### src/spi_ctrl_pkg.sv
`default_nettype none

package spi_ctrl_pkg;

  // ##################################################
  // Controller states
  // ##################################################

  // Frame engine. The *_start states carry the first bit of the frame.
  typedef enum logic [3:0] {
    idle,
    judge,     // Branch on the direction bit.
    w_start,
    w_data,
    w_finish,
    r_start,
    wr_data,   // Command bits of a read.
    rr_data,   // Returned byte of a read.
    r_finish
  } master_state_t;

  // Round-robin pointer, names the port that wins a tie.
  typedef enum logic {
    turn_p0,
    turn_p1
  } turn_t;

endpackage

`default_nettype wire

### src/spi_frame_pkg.sv
`default_nettype none

package spi_frame_pkg;

  // ##################################################
  // Frame geometry
  // ##################################################

  localparam int cmd_width  = 12;  // Command word, shifted MSB first.
  localparam int read_width = 8;   // Byte returned by a read.
  localparam int addr_width = 3;

  localparam int w_frame_bits = cmd_width;               // Bits per write frame.
  localparam int r_frame_bits = cmd_width + read_width;  // Bits per read frame.

  // Command word fields.
  localparam int rw_bit   = 11;                   // 1 selects a write.
  localparam int addr_lsb = rw_bit - addr_width;  // Data byte sits below the address.

  // ##################################################
  // SCLK timing
  // ##################################################

  localparam int sclk_div = 4;              // clk cycles per SCLK period.
  localparam int half_div = sclk_div / 2;   // SCLK rises after this many cycles.

  localparam int div_cnt_width = $clog2(sclk_div);
  localparam int bit_cnt_width = $clog2(r_frame_bits);

  // Payload types.
  typedef logic [cmd_width-1:0]  cmd_t;
  typedef logic [read_width-1:0] rdata_t;

endpackage

`default_nettype wire
### src/spi_cmd_if.sv
`timescale 1ns/1ps
`default_nettype none

interface spi_cmd_if;
  import spi_frame_pkg::*;

  cmd_t   cmd;        // Command word.
  logic   cmd_vld;
  logic   cmd_rdy;
  logic   read_vld;   // One-cycle pulse.
  rdata_t read_data;

  // Side that issues commands.
  modport requester (
    output cmd,
    output cmd_vld,
    input  cmd_rdy,
    input  read_vld,
    input  read_data
  );

  // Side that accepts commands and returns read bytes.
  modport server (
    input  cmd,
    input  cmd_vld,
    output cmd_rdy,
    output read_vld,
    output read_data
  );

endinterface

`default_nettype wire

### src/spi_host_top.sv
`timescale 1ns/1ps
`default_nettype none

module spi_host_top (
  input  logic                  clk,
  input  logic                  rst_n,
  // Requester 0.
  input  spi_frame_pkg::cmd_t   p0_cmd,
  input  logic                  p0_cmd_vld,
  output logic                  p0_cmd_rdy,
  output logic                  p0_read_vld,
  output spi_frame_pkg::rdata_t p0_read_data,
  // Requester 1.
  input  spi_frame_pkg::cmd_t   p1_cmd,
  input  logic                  p1_cmd_vld,
  output logic                  p1_cmd_rdy,
  output logic                  p1_read_vld,
  output spi_frame_pkg::rdata_t p1_read_data,
  // SPI link.
  output logic                  sclk,
  output logic                  cs,
  output logic                  mosi,
  input  logic                  miso
);

  spi_cmd_if req0 ();
  spi_cmd_if req1 ();
  spi_cmd_if mst ();

  // ##################################################
  // Port mapping
  // ##################################################

  assign req0.cmd      = p0_cmd;
  assign req0.cmd_vld  = p0_cmd_vld;
  assign p0_cmd_rdy    = req0.cmd_rdy;
  assign p0_read_vld   = req0.read_vld;
  assign p0_read_data  = req0.read_data;

  assign req1.cmd      = p1_cmd;
  assign req1.cmd_vld  = p1_cmd_vld;
  assign p1_cmd_rdy    = req1.cmd_rdy;
  assign p1_read_vld   = req1.read_vld;
  assign p1_read_data  = req1.read_data;

  // Two requesters share one frame engine.
  spi_cmd_arbiter arb0 (
    .clk   (clk),
    .rst_n (rst_n),
    .req0  (req0),
    .req1  (req1),
    .mst   (mst)
  );

  spi_master mst0 (
    .clk      (clk),
    .rst_n    (rst_n),
    .cmd_port (mst),
    .sclk     (sclk),
    .cs       (cs),
    .mosi     (mosi),
    .miso     (miso)
  );

endmodule

`default_nettype wire

### src/spi_master.sv
`timescale 1ns/1ps
`default_nettype none

module spi_master (
  input  logic       clk,
  input  logic       rst_n,
  spi_cmd_if.server  cmd_port,
  output logic       sclk,
  output logic       cs,
  output logic       mosi,
  input  logic       miso
);
  import spi_frame_pkg::*;
  import spi_ctrl_pkg::*;

  master_state_t            state;
  master_state_t            state_nxt;
  cmd_t                     tx_shift;   // Outgoing frame, MSB at the top.
  rdata_t                   rx_shift;   // Incoming byte.
  logic [div_cnt_width-1:0] div_cnt;    // Phase within one SCLK period.
  logic [bit_cnt_width-1:0] bit_cnt;    // Bit index within the frame.
  logic                     shifting;
  logic                     bit_end;
  logic                     sclk_rise;
  logic                     frame_last;
  logic                     read_vld_q;

  // ##################################################
  // Frame timing
  // ##################################################

  assign shifting = state inside {w_start, w_data, r_start, wr_data, rr_data};

  assign bit_end   = shifting && (div_cnt == div_cnt_width'(sclk_div - 1));
  assign sclk_rise = shifting && (div_cnt == div_cnt_width'(half_div - 1));

  // Last cycle of the final bit period.
  assign frame_last = bit_end &&
                      (((state == w_data) && (bit_cnt == bit_cnt_width'(w_frame_bits - 1))) ||
                       ((state == rr_data) && (bit_cnt == bit_cnt_width'(r_frame_bits - 1))));

  always_ff @(posedge clk or negedge rst_n)
  begin
    if (!rst_n)
    begin
      div_cnt <= '0;
      bit_cnt <= '0;
    end
    else if (!shifting)
    begin
      div_cnt <= '0;
      bit_cnt <= '0;
    end
    else if (bit_end)
    begin
      div_cnt <= '0;
      bit_cnt <= bit_cnt + 1'b1;
    end
    else
      div_cnt <= div_cnt + 1'b1;
  end

  // ##################################################
  // State machine
  // ##################################################

  always_ff @(posedge clk or negedge rst_n)
  begin
    if (!rst_n)
      state <= idle;
    else
      state <= state_nxt;
  end

  always_comb
  begin
    state_nxt = state;
    case (state)
      idle:
        if (cmd_port.cmd_vld)
          state_nxt = judge;
      judge:
        if (tx_shift[rw_bit])
          state_nxt = w_start;
        else
          state_nxt = r_start;
      w_start:
        if (bit_end)
          state_nxt = w_data;
      w_data:
        if (frame_last)
          state_nxt = w_finish;
      r_start:
        if (bit_end)
          state_nxt = wr_data;
      wr_data:
        if (bit_end && (bit_cnt == bit_cnt_width'(cmd_width - 1)))
          state_nxt = rr_data;  // Command sent, byte comes back next.
      rr_data:
        if (frame_last)
          state_nxt = r_finish;
      w_finish,
      r_finish:
        state_nxt = idle;
      default:
        state_nxt = idle;
    endcase
  end

  assign cmd_port.cmd_rdy = (state == idle);

  // ##################################################
  // Serial pins
  // ##################################################

  // Mode 0: mosi moves while sclk is low, sclk rises at mid-bit.
  always_ff @(posedge clk or negedge rst_n)
  begin
    if (!rst_n)
    begin
      cs         <= 1'b1;
      sclk       <= 1'b0;
      mosi       <= 1'b0;
      read_vld_q <= 1'b0;
    end
    else
    begin
      read_vld_q <= frame_last && (state == rr_data);
      if (state == judge)
      begin
        cs   <= 1'b0;
        mosi <= tx_shift[cmd_width-1];  // First bit is ready before the first edge.
      end
      else if (frame_last)
      begin
        cs   <= 1'b1;
        sclk <= 1'b0;
        mosi <= 1'b0;
      end
      else if (bit_end)
      begin
        sclk <= 1'b0;
        mosi <= tx_shift[cmd_width-2];
      end
      else if (sclk_rise)
        sclk <= 1'b1;
    end
  end

  // Command and read byte shifters.
  always_ff @(posedge clk)
  begin
    if (cmd_port.cmd_vld && cmd_port.cmd_rdy)
      tx_shift <= cmd_port.cmd;
    else if (bit_end)
      tx_shift <= {tx_shift[cmd_width-2:0], 1'b0};  // Zeros follow the command.
    if (sclk_rise && (state == rr_data))
      rx_shift <= {rx_shift[read_width-2:0], miso};  // MSB first.
  end

  assign cmd_port.read_vld  = read_vld_q;
  assign cmd_port.read_data = rx_shift;

endmodule

`default_nettype wire

### src/spi_cmd_arbiter.sv
`timescale 1ns/1ps
`default_nettype none

module spi_cmd_arbiter (
  input  logic          clk,
  input  logic          rst_n,
  spi_cmd_if.server     req0,
  spi_cmd_if.server     req1,
  spi_cmd_if.requester  mst
);
  import spi_frame_pkg::*;
  import spi_ctrl_pkg::*;

  turn_t turn;
  logic  grant_p1;     // Selected port, 0 or 1.
  logic  gnt0;
  logic  gnt1;
  logic  accept;
  logic  read_owner;   // Port that issued the read in flight.
  logic  rsp0_vld;
  logic  rsp1_vld;

  // ##################################################
  // Request path
  // ##################################################

  always_comb
  begin
    if (req0.cmd_vld && req1.cmd_vld)
      grant_p1 = (turn == turn_p1);  // Tie goes to the port named by turn.
    else if (req1.cmd_vld)
      grant_p1 = 1'b1;
    else
      grant_p1 = 1'b0;
  end

  assign gnt0 = req0.cmd_vld && !grant_p1;
  assign gnt1 = req1.cmd_vld && grant_p1;

  assign mst.cmd     = grant_p1 ? req1.cmd : req0.cmd;
  assign mst.cmd_vld = grant_p1 ? req1.cmd_vld : req0.cmd_vld;

  // A port stalls only while the master is busy or the other port holds the grant.
  assign req0.cmd_rdy = mst.cmd_rdy && !gnt1;
  assign req1.cmd_rdy = mst.cmd_rdy && !gnt0;

  assign accept = mst.cmd_vld && mst.cmd_rdy;

  // Priority and read ownership.
  always_ff @(posedge clk or negedge rst_n)
  begin
    if (!rst_n)
    begin
      turn       <= turn_p0;
      read_owner <= 1'b0;
    end
    else if (accept)
    begin
      turn <= grant_p1 ? turn_p0 : turn_p1;  // Other port goes first next time.
      if (!mst.cmd[rw_bit])
        read_owner <= grant_p1;
    end
  end

  // ##################################################
  // Response path
  // ##################################################

  assign rsp0_vld = mst.read_vld && !read_owner;
  assign rsp1_vld = mst.read_vld && read_owner;

  assign req0.read_vld  = rsp0_vld;
  assign req1.read_vld  = rsp1_vld;
  assign req0.read_data = rsp0_vld ? mst.read_data : '0;  // Only the issuer sees data.
  assign req1.read_data = rsp1_vld ? mst.read_data : '0;

endmodule

`default_nettype wire

### config.mk
export PLATFORM = sky130hd
export DESIGN_NAME = spi_host_top
export DESIGN_NICKNAME = d
export VERILOG_FILES = /design/src/spi_ctrl_pkg.sv /design/src/spi_frame_pkg.sv /design/src/spi_cmd_if.sv /design/src/spi_host_top.sv /design/src/spi_master.sv /design/src/spi_cmd_arbiter.sv
export SDC_FILE = /design/constraint.sdc
export NUM_CORES = 1
export LEC_CHECK = 0
export ABC_AREA = 1
export BUFFER_PORTS_ARGS = -buffer_cell sky130_fd_sc_hd__clkbuf_2
export CORE_MARGIN = 2
export CORE_UTILIZATION = 60
export CTS_BUF_LIST = sky130_fd_sc_hd__clkbuf_4
export DETAILED_ROUTE_END_ITERATION = 10
export PLACE_DENSITY = 0.95
export SLEW_MARGIN = 20
export SYNTH_ARGS = -nofsm -noshare
export SYNTH_HDL_FRONTEND = slang
export SYNTH_HIERARCHICAL = 1
export SYNTH_SLANG_ARGS = --single-unit
### constraint.sdc
create_clock -name clk -period 3.8 [get_ports clk]
set_input_delay 0.19 -clock clk [delete_from_list [all_inputs] [get_ports clk]]
set_output_delay 0.19 -clock clk [all_outputs]
set_load 0.02 [all_outputs]
# After elaboration in Yosys (flattened, before gate mapping)
# Index checks and enable logic that the tools add are counted.
# totals
reg_bits	37
latchBits	0
ram_bits	0
rom_bits	0
input_bits	29
wordCells	91
n_memories	0
# op_classes
add_sub_neg	2
mul	0
div	0
order_cmp	0
eq_ne	17
shift	0
muxes	29
bitwise_logic	2
reduce_logical	30
# ops
operator	count
$mux W12	3
$pmux W4 S7	1
$mux W4	6
$logic_and A1 B1 Y1	16
$mux W8	2
$eq A4 B3 Y1 const B	3
$mux W1	12
$mux W5	2
$ne A2 B1 Y1 const B	5
$eq A4 B2 Y1 const B	2
$reduce_and A6 Y1	1
$reduce_bool A3 Y1	2
$add A5 B1 Y5 const B	1
$eq A5 B4 Y1 const B	1
$eq A5 B5 Y1 const B	1
$reduce_bool A5 Y1	1
$eq A4 B1 Y1 const B	1
$logic_not A1 Y1	4
$logic_not A4 Y1	1
$mux W2	2
$ne A2 B2 Y1 const B	2
$reduce_and A2 Y1	2
$reduce_bool A2 Y1	2
$mux W3	1
5 further kinds	6

# Depth between registers and ports, before layout
# Gate-level depths: netlist of run 1.
# logic_depth
word_depth	6
depth_mapped	10
depth_no_buf	10

# By module
# The synthesis of run 1 kept the hierarchy.
# by_module_without_submodules
module	n_inst	cells_each	area_per_inst_um2	seq_area_each_um2
spi_master	1	154	1739.2	977.2
spi_cmd_arbiter	1	86	407.9	50.0

# Worst setup path after synthesis of run 1
# OpenSTA, ideal clock, no wires.
# synth_path
path_kind	register to register
start	register mst0.state[3]
end	register mst0.tx_shift[0] (enable)
setup_time_ns	0.350
arrival_ns	1.265
t_required_ns	3.450
slack_ns	2.184
path_stages_with_launch	7
cell_sequence	dfrtp_1 nor2_1 nand3_1 nand3_4 buf_6 nand2_4 nand2_1
# synth_via
elab_chain_len	4
# synth_rtl
item	line_no	source
start, declared	spi_master.sv:16	master_state_t state;
start signal, assigned	spi_master.sv:70	state <= idle;
start signal, assigned	spi_master.sv:72	state <= state_nxt;
$eq A4 B2 Y1 / $eq A4 B3 Y1 (equally long branches)	spi_master.sv:32	assign shifting = state inside {w_start, w_data, r_start, wr_data, rr_data};
$reduce_bool A5 Y1	spi_master.sv:32	
$logic_and A1 B1 Y1	spi_master.sv:34	assign bit_end = shifting && (div_cnt == div_cnt_width'(sclk_div - 1));
$reduce_bool A2 Y1 (no source line) (*)	--	
end signal, assigned	spi_master.sv:154	tx_shift <= cmd_port.cmd;
end signal, assigned	spi_master.sv:156	tx_shift <= {tx_shift[cmd_width-2:0], 1'b0};
end, declared	spi_master.sv:18	cmd_t tx_shift;
# Every way passes the cells marked *; elsewhere a longest branch is shown, timed or not.
# A chain may end at the register's enable or synchronous reset.

# Final worst setup path of run 1
# layout_path
start	register mst0.state[3]
end	register mst0.tx_shift[5] (enable)
# Same word-level chain as after synthesis.

==> results of run 1 <==
[power by group]
part / switching [mW] / internal (mW) / leakage, nW / total [mW]
clock network: 0.128 / 0.0696 / 0.0310 / 0.198
logic: 0.397 / 0.267 / 0.908 / 0.665
registers: 0.0593 / 0.560 / 0.403 / 0.620
[worst register-to-register path, cell delays in order, from the launching register on]
cell,delay (ns)
dfrtp_1,0.41
nor2_1,0.19
nand3_1,0.20
nand3_4,0.23
nand2_4,0.09
nand2_1,0.40
[worst paths after layout]
check	to	start	cells after the start	slack, ns
max in group asynchronous	mst0/cs	rst_n	2	3.20
worst min register to register	mst0/cmd_port.read_data[6]	mst0/cmd_port.read_data[5]	0	0.46
min in group asynchronous	mst0/sclk	rst_n	2	0.28
worst min-delay path	arb0/read_owner	p1_cmd[11]	4	0.11
worst max register to register	mst0/tx_shift[5]	mst0/state[3]	5	1.93
worst max-delay path	mst0/tx_shift[5]	mst0/state[3]	5	1.93
[routing by layer]
metal  wire length (um)  GRT usage
met5                  0          0
met4                 78     0.0815
met2               1930      0.368
met1               1690      0.252
met3                205     0.0493
[logic make-up after synthesis]
family / share of synthesized area
adders and majority gates: 0.0175
and+or+nand+nor: 0.295
buffers and inverters: 0.0985
muxes: 0.0717
AOI/OAI and AO/OA: 0.0309
xor gates and xnor gates: 0.00816
DFF: 0.478
[registers in the layout (all words and copies together) (netlist names), 2 cells and up]
name and cells:
mst0/div_cnt 2, mst0/state 4, mst0/bit_cnt 5, mst0/cmd_port.read_data 8, mst0/tx_shift 12
[layout make-up]
cell class / count / area [um2]
Clock inverter: 3 / 17.5
Timing Repair Buffer: 53 / 275
Clock buffer: 5 / 37.5
Tap cell: 46 / 57.6
Multi-Input combinational cell: 157 / 908
Fill cell: 236 / 910
Sequential cell: 37 / 1030
Inverter: 41 / 156
[layout by cell type (no fill, tap or decap), drive strengths merged]
cell type / count
a21oi: 6
clkbuf: 56
clkinv: 2
clkinvlp: 1
dfrtp: 16
dfstp: 1
dlygate4sd3: 2
edfxtp: 20
ha: 3
inv: 41
mux2: 11
nand2: 75
nand3: 15
nand3b: 2
nor2: 35
nor3: 2
o211ai: 1
o21ai: 4
or2: 1
xor2: 2
==> results.json, run 1 <==
{
  "status": "finished, final reports clean",
  "nets": 327,
  "path_cells": "nor2_1 > nand3_1 > nand3_4 > nand2_4 > nand2_1",
  "post-route-drc-count": 0,
  "critical_path.endpoint_type": "register",
  "numPortBuffers": 51,
  "ys_top_cells_by_area": "edfxtp_1, dfrtp_1, nand2_1",
  "die_h_um": 63.8,
  "powerDensity_mw_per_mm2": 598,
  "ys_ff_latch": 37,
  "p_leak_nw": 1.34,
  "peakVddDrop_v": 0.000352,
  "track_usage": 0.211,
  "drv_slew": 0,
  "finalHoldViolations": 0,
  "path_class": "register to register",
  "drtPass1Iterations": 5,
  "synth.most_common_cell": "nand2_1",
  "ys_async_sr_fraction": 0.459,
  "cp_max_fo": 12,
  "stdcell_count": 342,
  "synth_cells": 240,
  "timing.setup.tns_ns": 0,
  "clk_transition_reported_paths_ns": 0.10,
  "wl_per_cell_um": 11.4,
  "clock_latency_ns": 0.35,
  "totalPowerFinal_mw": 1.48,
  "clockRootBuffer": "clkbuf_4",
  "placedCellCount": 332,
  "crit_family": "simple AND/OR/NAND/NOR gates",
  "cts_tree": "built",
  "synth_edf_count": 20,
  "grt_pass1_wl_mm": 6.58,
  "synth_top_area_frac": 0.280,
  "yosysTopAreaCell": "edfxtp_1",
  "ios": 52,
  "final_core_util": 0.732,
  "n_antenna_cell": 0,
  "vias": 1683,
  "drt_wl_total_mm": 3.90,
  "netlist_top_cells_count": "nand2_1, inv_1, nor2_1, edfxtp_1, dfrtp_1",
  "finClkSkew_ns": 0.00717,
  "dieArea_mm2": 0.00407,
  "final_layout_size_suffix_gt1_frac": 0.334,
  "timing.hold.ws_ns": 0.113,
  "placed_cell_area_mm2": 0.00240,
  "worstMarginPinSlew_ns": 0.605,
  "synth_nets": 272,
  "fin_crit_sh": 0.491,
  "max_freq_mhz": 535,
  "synthToLayoutAreaGrowth_pct": 15.5,
  "setup_ws_ns": 1.93,
  "grt_max_degree": 18,
  "cp.buffers_inverters": 0,
  "clock-sinks": 37,
  "routabilityCongestion": 0.898,
  "postRouteAntennaNets": 0,
  "hp-class": "primary input to register",
  "slowest_delay_ns": 0.41,
  "ys_seq_area_frac": 0.478,
  "period_minus_slack_ns": 1.87,
  "grt_pass1_vias": 1491,
  "fin_area_mm2": 0.00248,
  "chipWidth_um": 63.8,
  "postSynthAreaPerCell_um2": 8.95,
  "crit_required_ns": 3.79,
  "dpl.hpwl_mm": 3.19,
  "max_slew_margin": 0.595,
  "cts_max_level": 2,
  "ys_types": 31,
  "initial_utilization": 0.633,
  "crit_slowest_cell": "dfrtp_1",
  "rsz0062_at_grt": "false",
  "yosysWarnings": 6,
  "ys.flop_type": "edfxtp_1",
  "core_mm2": 0.00339,
  "synth.cell_area_mm2": 0.00215,
  "ctsResizeCount": 0,
  "arrival_ns": 1.86,
  "drt-initial-drc-count": 53,
  "detail_route.vias_per_cell": 4.92,
  "cts_setup_buffers": 0,
  "clockBufferDepth": 2,
  "place_ws_ns": 1.95,
  "numCtsBuffers": 5,
  "drv_cap": 0,
  "antenna_found_initial": 0,
  "setup_viol": 0,
  "cp-start-kind": "register",
  "placementRows": 21,
  "grt_overflow": 0,
  "cts_hold_buf": 1
}
No activity file was read; power rests on OpenSTA's default activity.
==> run 2: changes to the inputs <==
CORE_UTILIZATION = 55   (was 60)
PLACE_DENSITY = 0.91   (was 0.95)
clock period = 1.93 ns   (was 3.8 ns; I/O delays follow)
==> results.json, run 2 (synthesis gave the netlist of run 1 again) <==
{
  "status": "finished, final reports clean",
  "grt_pass1_wl_mm": 6.56,
  "numPortBuffers": 51,
  "drtPass1Iterations": 4,
  "post-route-drc-count": 0,
  "antenna_found_initial": 0,
  "chipWidth_um": 66.5,
  "vias": 1672,
  "hold_path.startpoint": "p1_cmd[11]",
  "nets": 330,
  "period_minus_slack_ns": 1.71,
  "layout_commonest_cell": "nand2_1",
  "dieArea_mm2": 0.00442,
  "numCtsBuffers": 5,
  "fin_area_mm2": 0.00253,
  "clockBufferDepth": 2,
  "wl_per_cell_um": 11.1,
  "ios": 52,
  "cp_max_fo": 12,
  "worstMarginPinSlew_ns": 0.481,
  "clockRootBuffer": "clkbuf_4",
  "cts_tree": "built",
  "arrival_ns": 1.71,
  "drv_slew": 0,
  "reg2reg_from": "mst0/state[2]",
  "slowest_delay_ns": 0.43,
  "n_antenna_cell": 0,
  "hp-class": "primary input to register",
  "cp.buffers_inverters": 0,
  "grt_overflow": 0,
  "p_leak_nw": 1.37,
  "rsz0062_at_grt": "false",
  "dpl.hpwl_mm": 2.97,
  "crit_required_ns": 1.93,
  "initial_utilization": 0.578,
  "setup_viol": 0,
  "cp-startpoint": "mst0/state[2]",
  "drt_wl_total_mm": 3.84,
  "final_layout_size_suffix_gt1_frac": 0.338,
  "cts_setup_buffers": 0,
  "peakVddDrop_v": 0.000961,
  "clock_latency_ns": 0.34,
  "placementRows": 22,
  "crit_family": "simple AND/OR/NAND/NOR gates",
  "grt_pass1_vias": 1487,
  "drt-initial-drc-count": 62,
  "cp-start-kind": "register",
  "drv_cap": 0,
  "track_usage": 0.200,
  "cts_max_level": 2,
  "clk_transition_reported_paths_ns": 0.11,
  "max_slew_margin": 0.679,
  "max_freq_mhz": 583,
  "core_mm2": 0.00372,
  "synthToLayoutAreaGrowth_pct": 17.8,
  "top_register": "mst0/tx_shift",
  "crit_slowest_cell": "dfrtp_1",
  "largest_register_ffs": 12,
  "postRouteAntennaNets": 0,
  "path_class": "register to register",
  "fin_crit_sh": 0.888,
  "timing.setup.tns_ns": 0,
  "placed_cell_area_mm2": 0.00243,
  "path_cells": "nor2_1 > nand3_1 > nand3_4 > nand2_4 > nand2_1",
  "critical_path.endpoint_type": "register",
  "routabilityCongestion": 0.893,
  "grt_max_degree": 18,
  "powerDensity_mw_per_mm2": 1220,
  "finClkSkew_ns": 0.00751,
  "most-common-layout-cells": "nand2_1, clkbuf_2, inv_1, nor2_1, edfxtp_1",
  "die_h_um": 66.5,
  "detail_route.vias_per_cell": 4.82,
  "finalHoldViolations": 0,
  "clock-sinks": 37
}
-- run 2: changes by cell type in the layout (fill, tap and decap cells not counted), sizes merged --
cell,before,now
clkinv,2,1
buf,0,3
bufinv,0,1
-- run 2: per-layer routing --
layer,global-route usage,part of all wire,vias up
met2,0.321,0.47,59
met5,0,0,-
met1,0.258,0.45,743
met3,0.0557,0.064,6
met4,0.0791,0.015,0
li1,-,-,864
-- run 2: through the flow --
step | setup slack, ns | cells | utilization | total power [mW] | hold slack [ns]
detailed placement | 0.225 | 337 | 0.654 | 2.57 | 0.0499
finish | 0.216 | 347 | 0.680 | 3.07 | 0.0267
global placement | 0.304 | 337 | 0.654 | 2.51 | 0.0472
global route | 0.0813 | 347 | 0.680 | 3.30 | 0.0567
CTS | 0.224 | 347 | 0.680 | 3.10 | 0.0198
floorplan | 0.314 | 240 | - | 2.31 | -0.199
-- run 2: worst min-delay path, cell delays in order --
cell      delay [ns]
clkbuf_2        0.07
inv_1           0.05
nand3_1         0.07
nand2_1         0.05
-- run 2: cell type report --
cell class | count | area (um2)
multi-input combinational | 157 | 908
clock buffer | 5 | 37.5
fill | 286 | 1190
sequential | 37 | 1030
timing repair buffer | 56 | 298
clock inverter | 3 | 41.3
tap | 48 | 60.1
inverter | 41 | 156
-- run 2: power by group --
part	internal (mW)	total (mW)	leakage [nW]	switching [mW]
Combinational	0.559	1.34	0.923	0.781
Sequential	1.10	1.22	0.403	0.114
Clock	0.268	0.516	0.0389	0.247
Total	1.93	3.07	1.37	1.14
-- run 2: worst paths after layout --
path	end	depth (start not counted)	slack, ns
worst max-delay path	mst0/tx_shift[8]	5	0.22
worst min-delay path	arb0/read_owner	4	0.03
worst max register to register	mst0/tx_shift[8]	5	0.22
worst min register to register	mst0/cmd_port.read_data[1]	0	0.47
max in group asynchronous	mst0/cs	2	1.40
min in group asynchronous	mst0/mosi	2	0.20
-- run 2: repair_timing --
| action | CTS | global route |
|---|---|---|
| hold buffers | 2 | 0 |
| endpoints found under the hold margin | 18 | 0 |
| resized for setup | 0 | 0 |
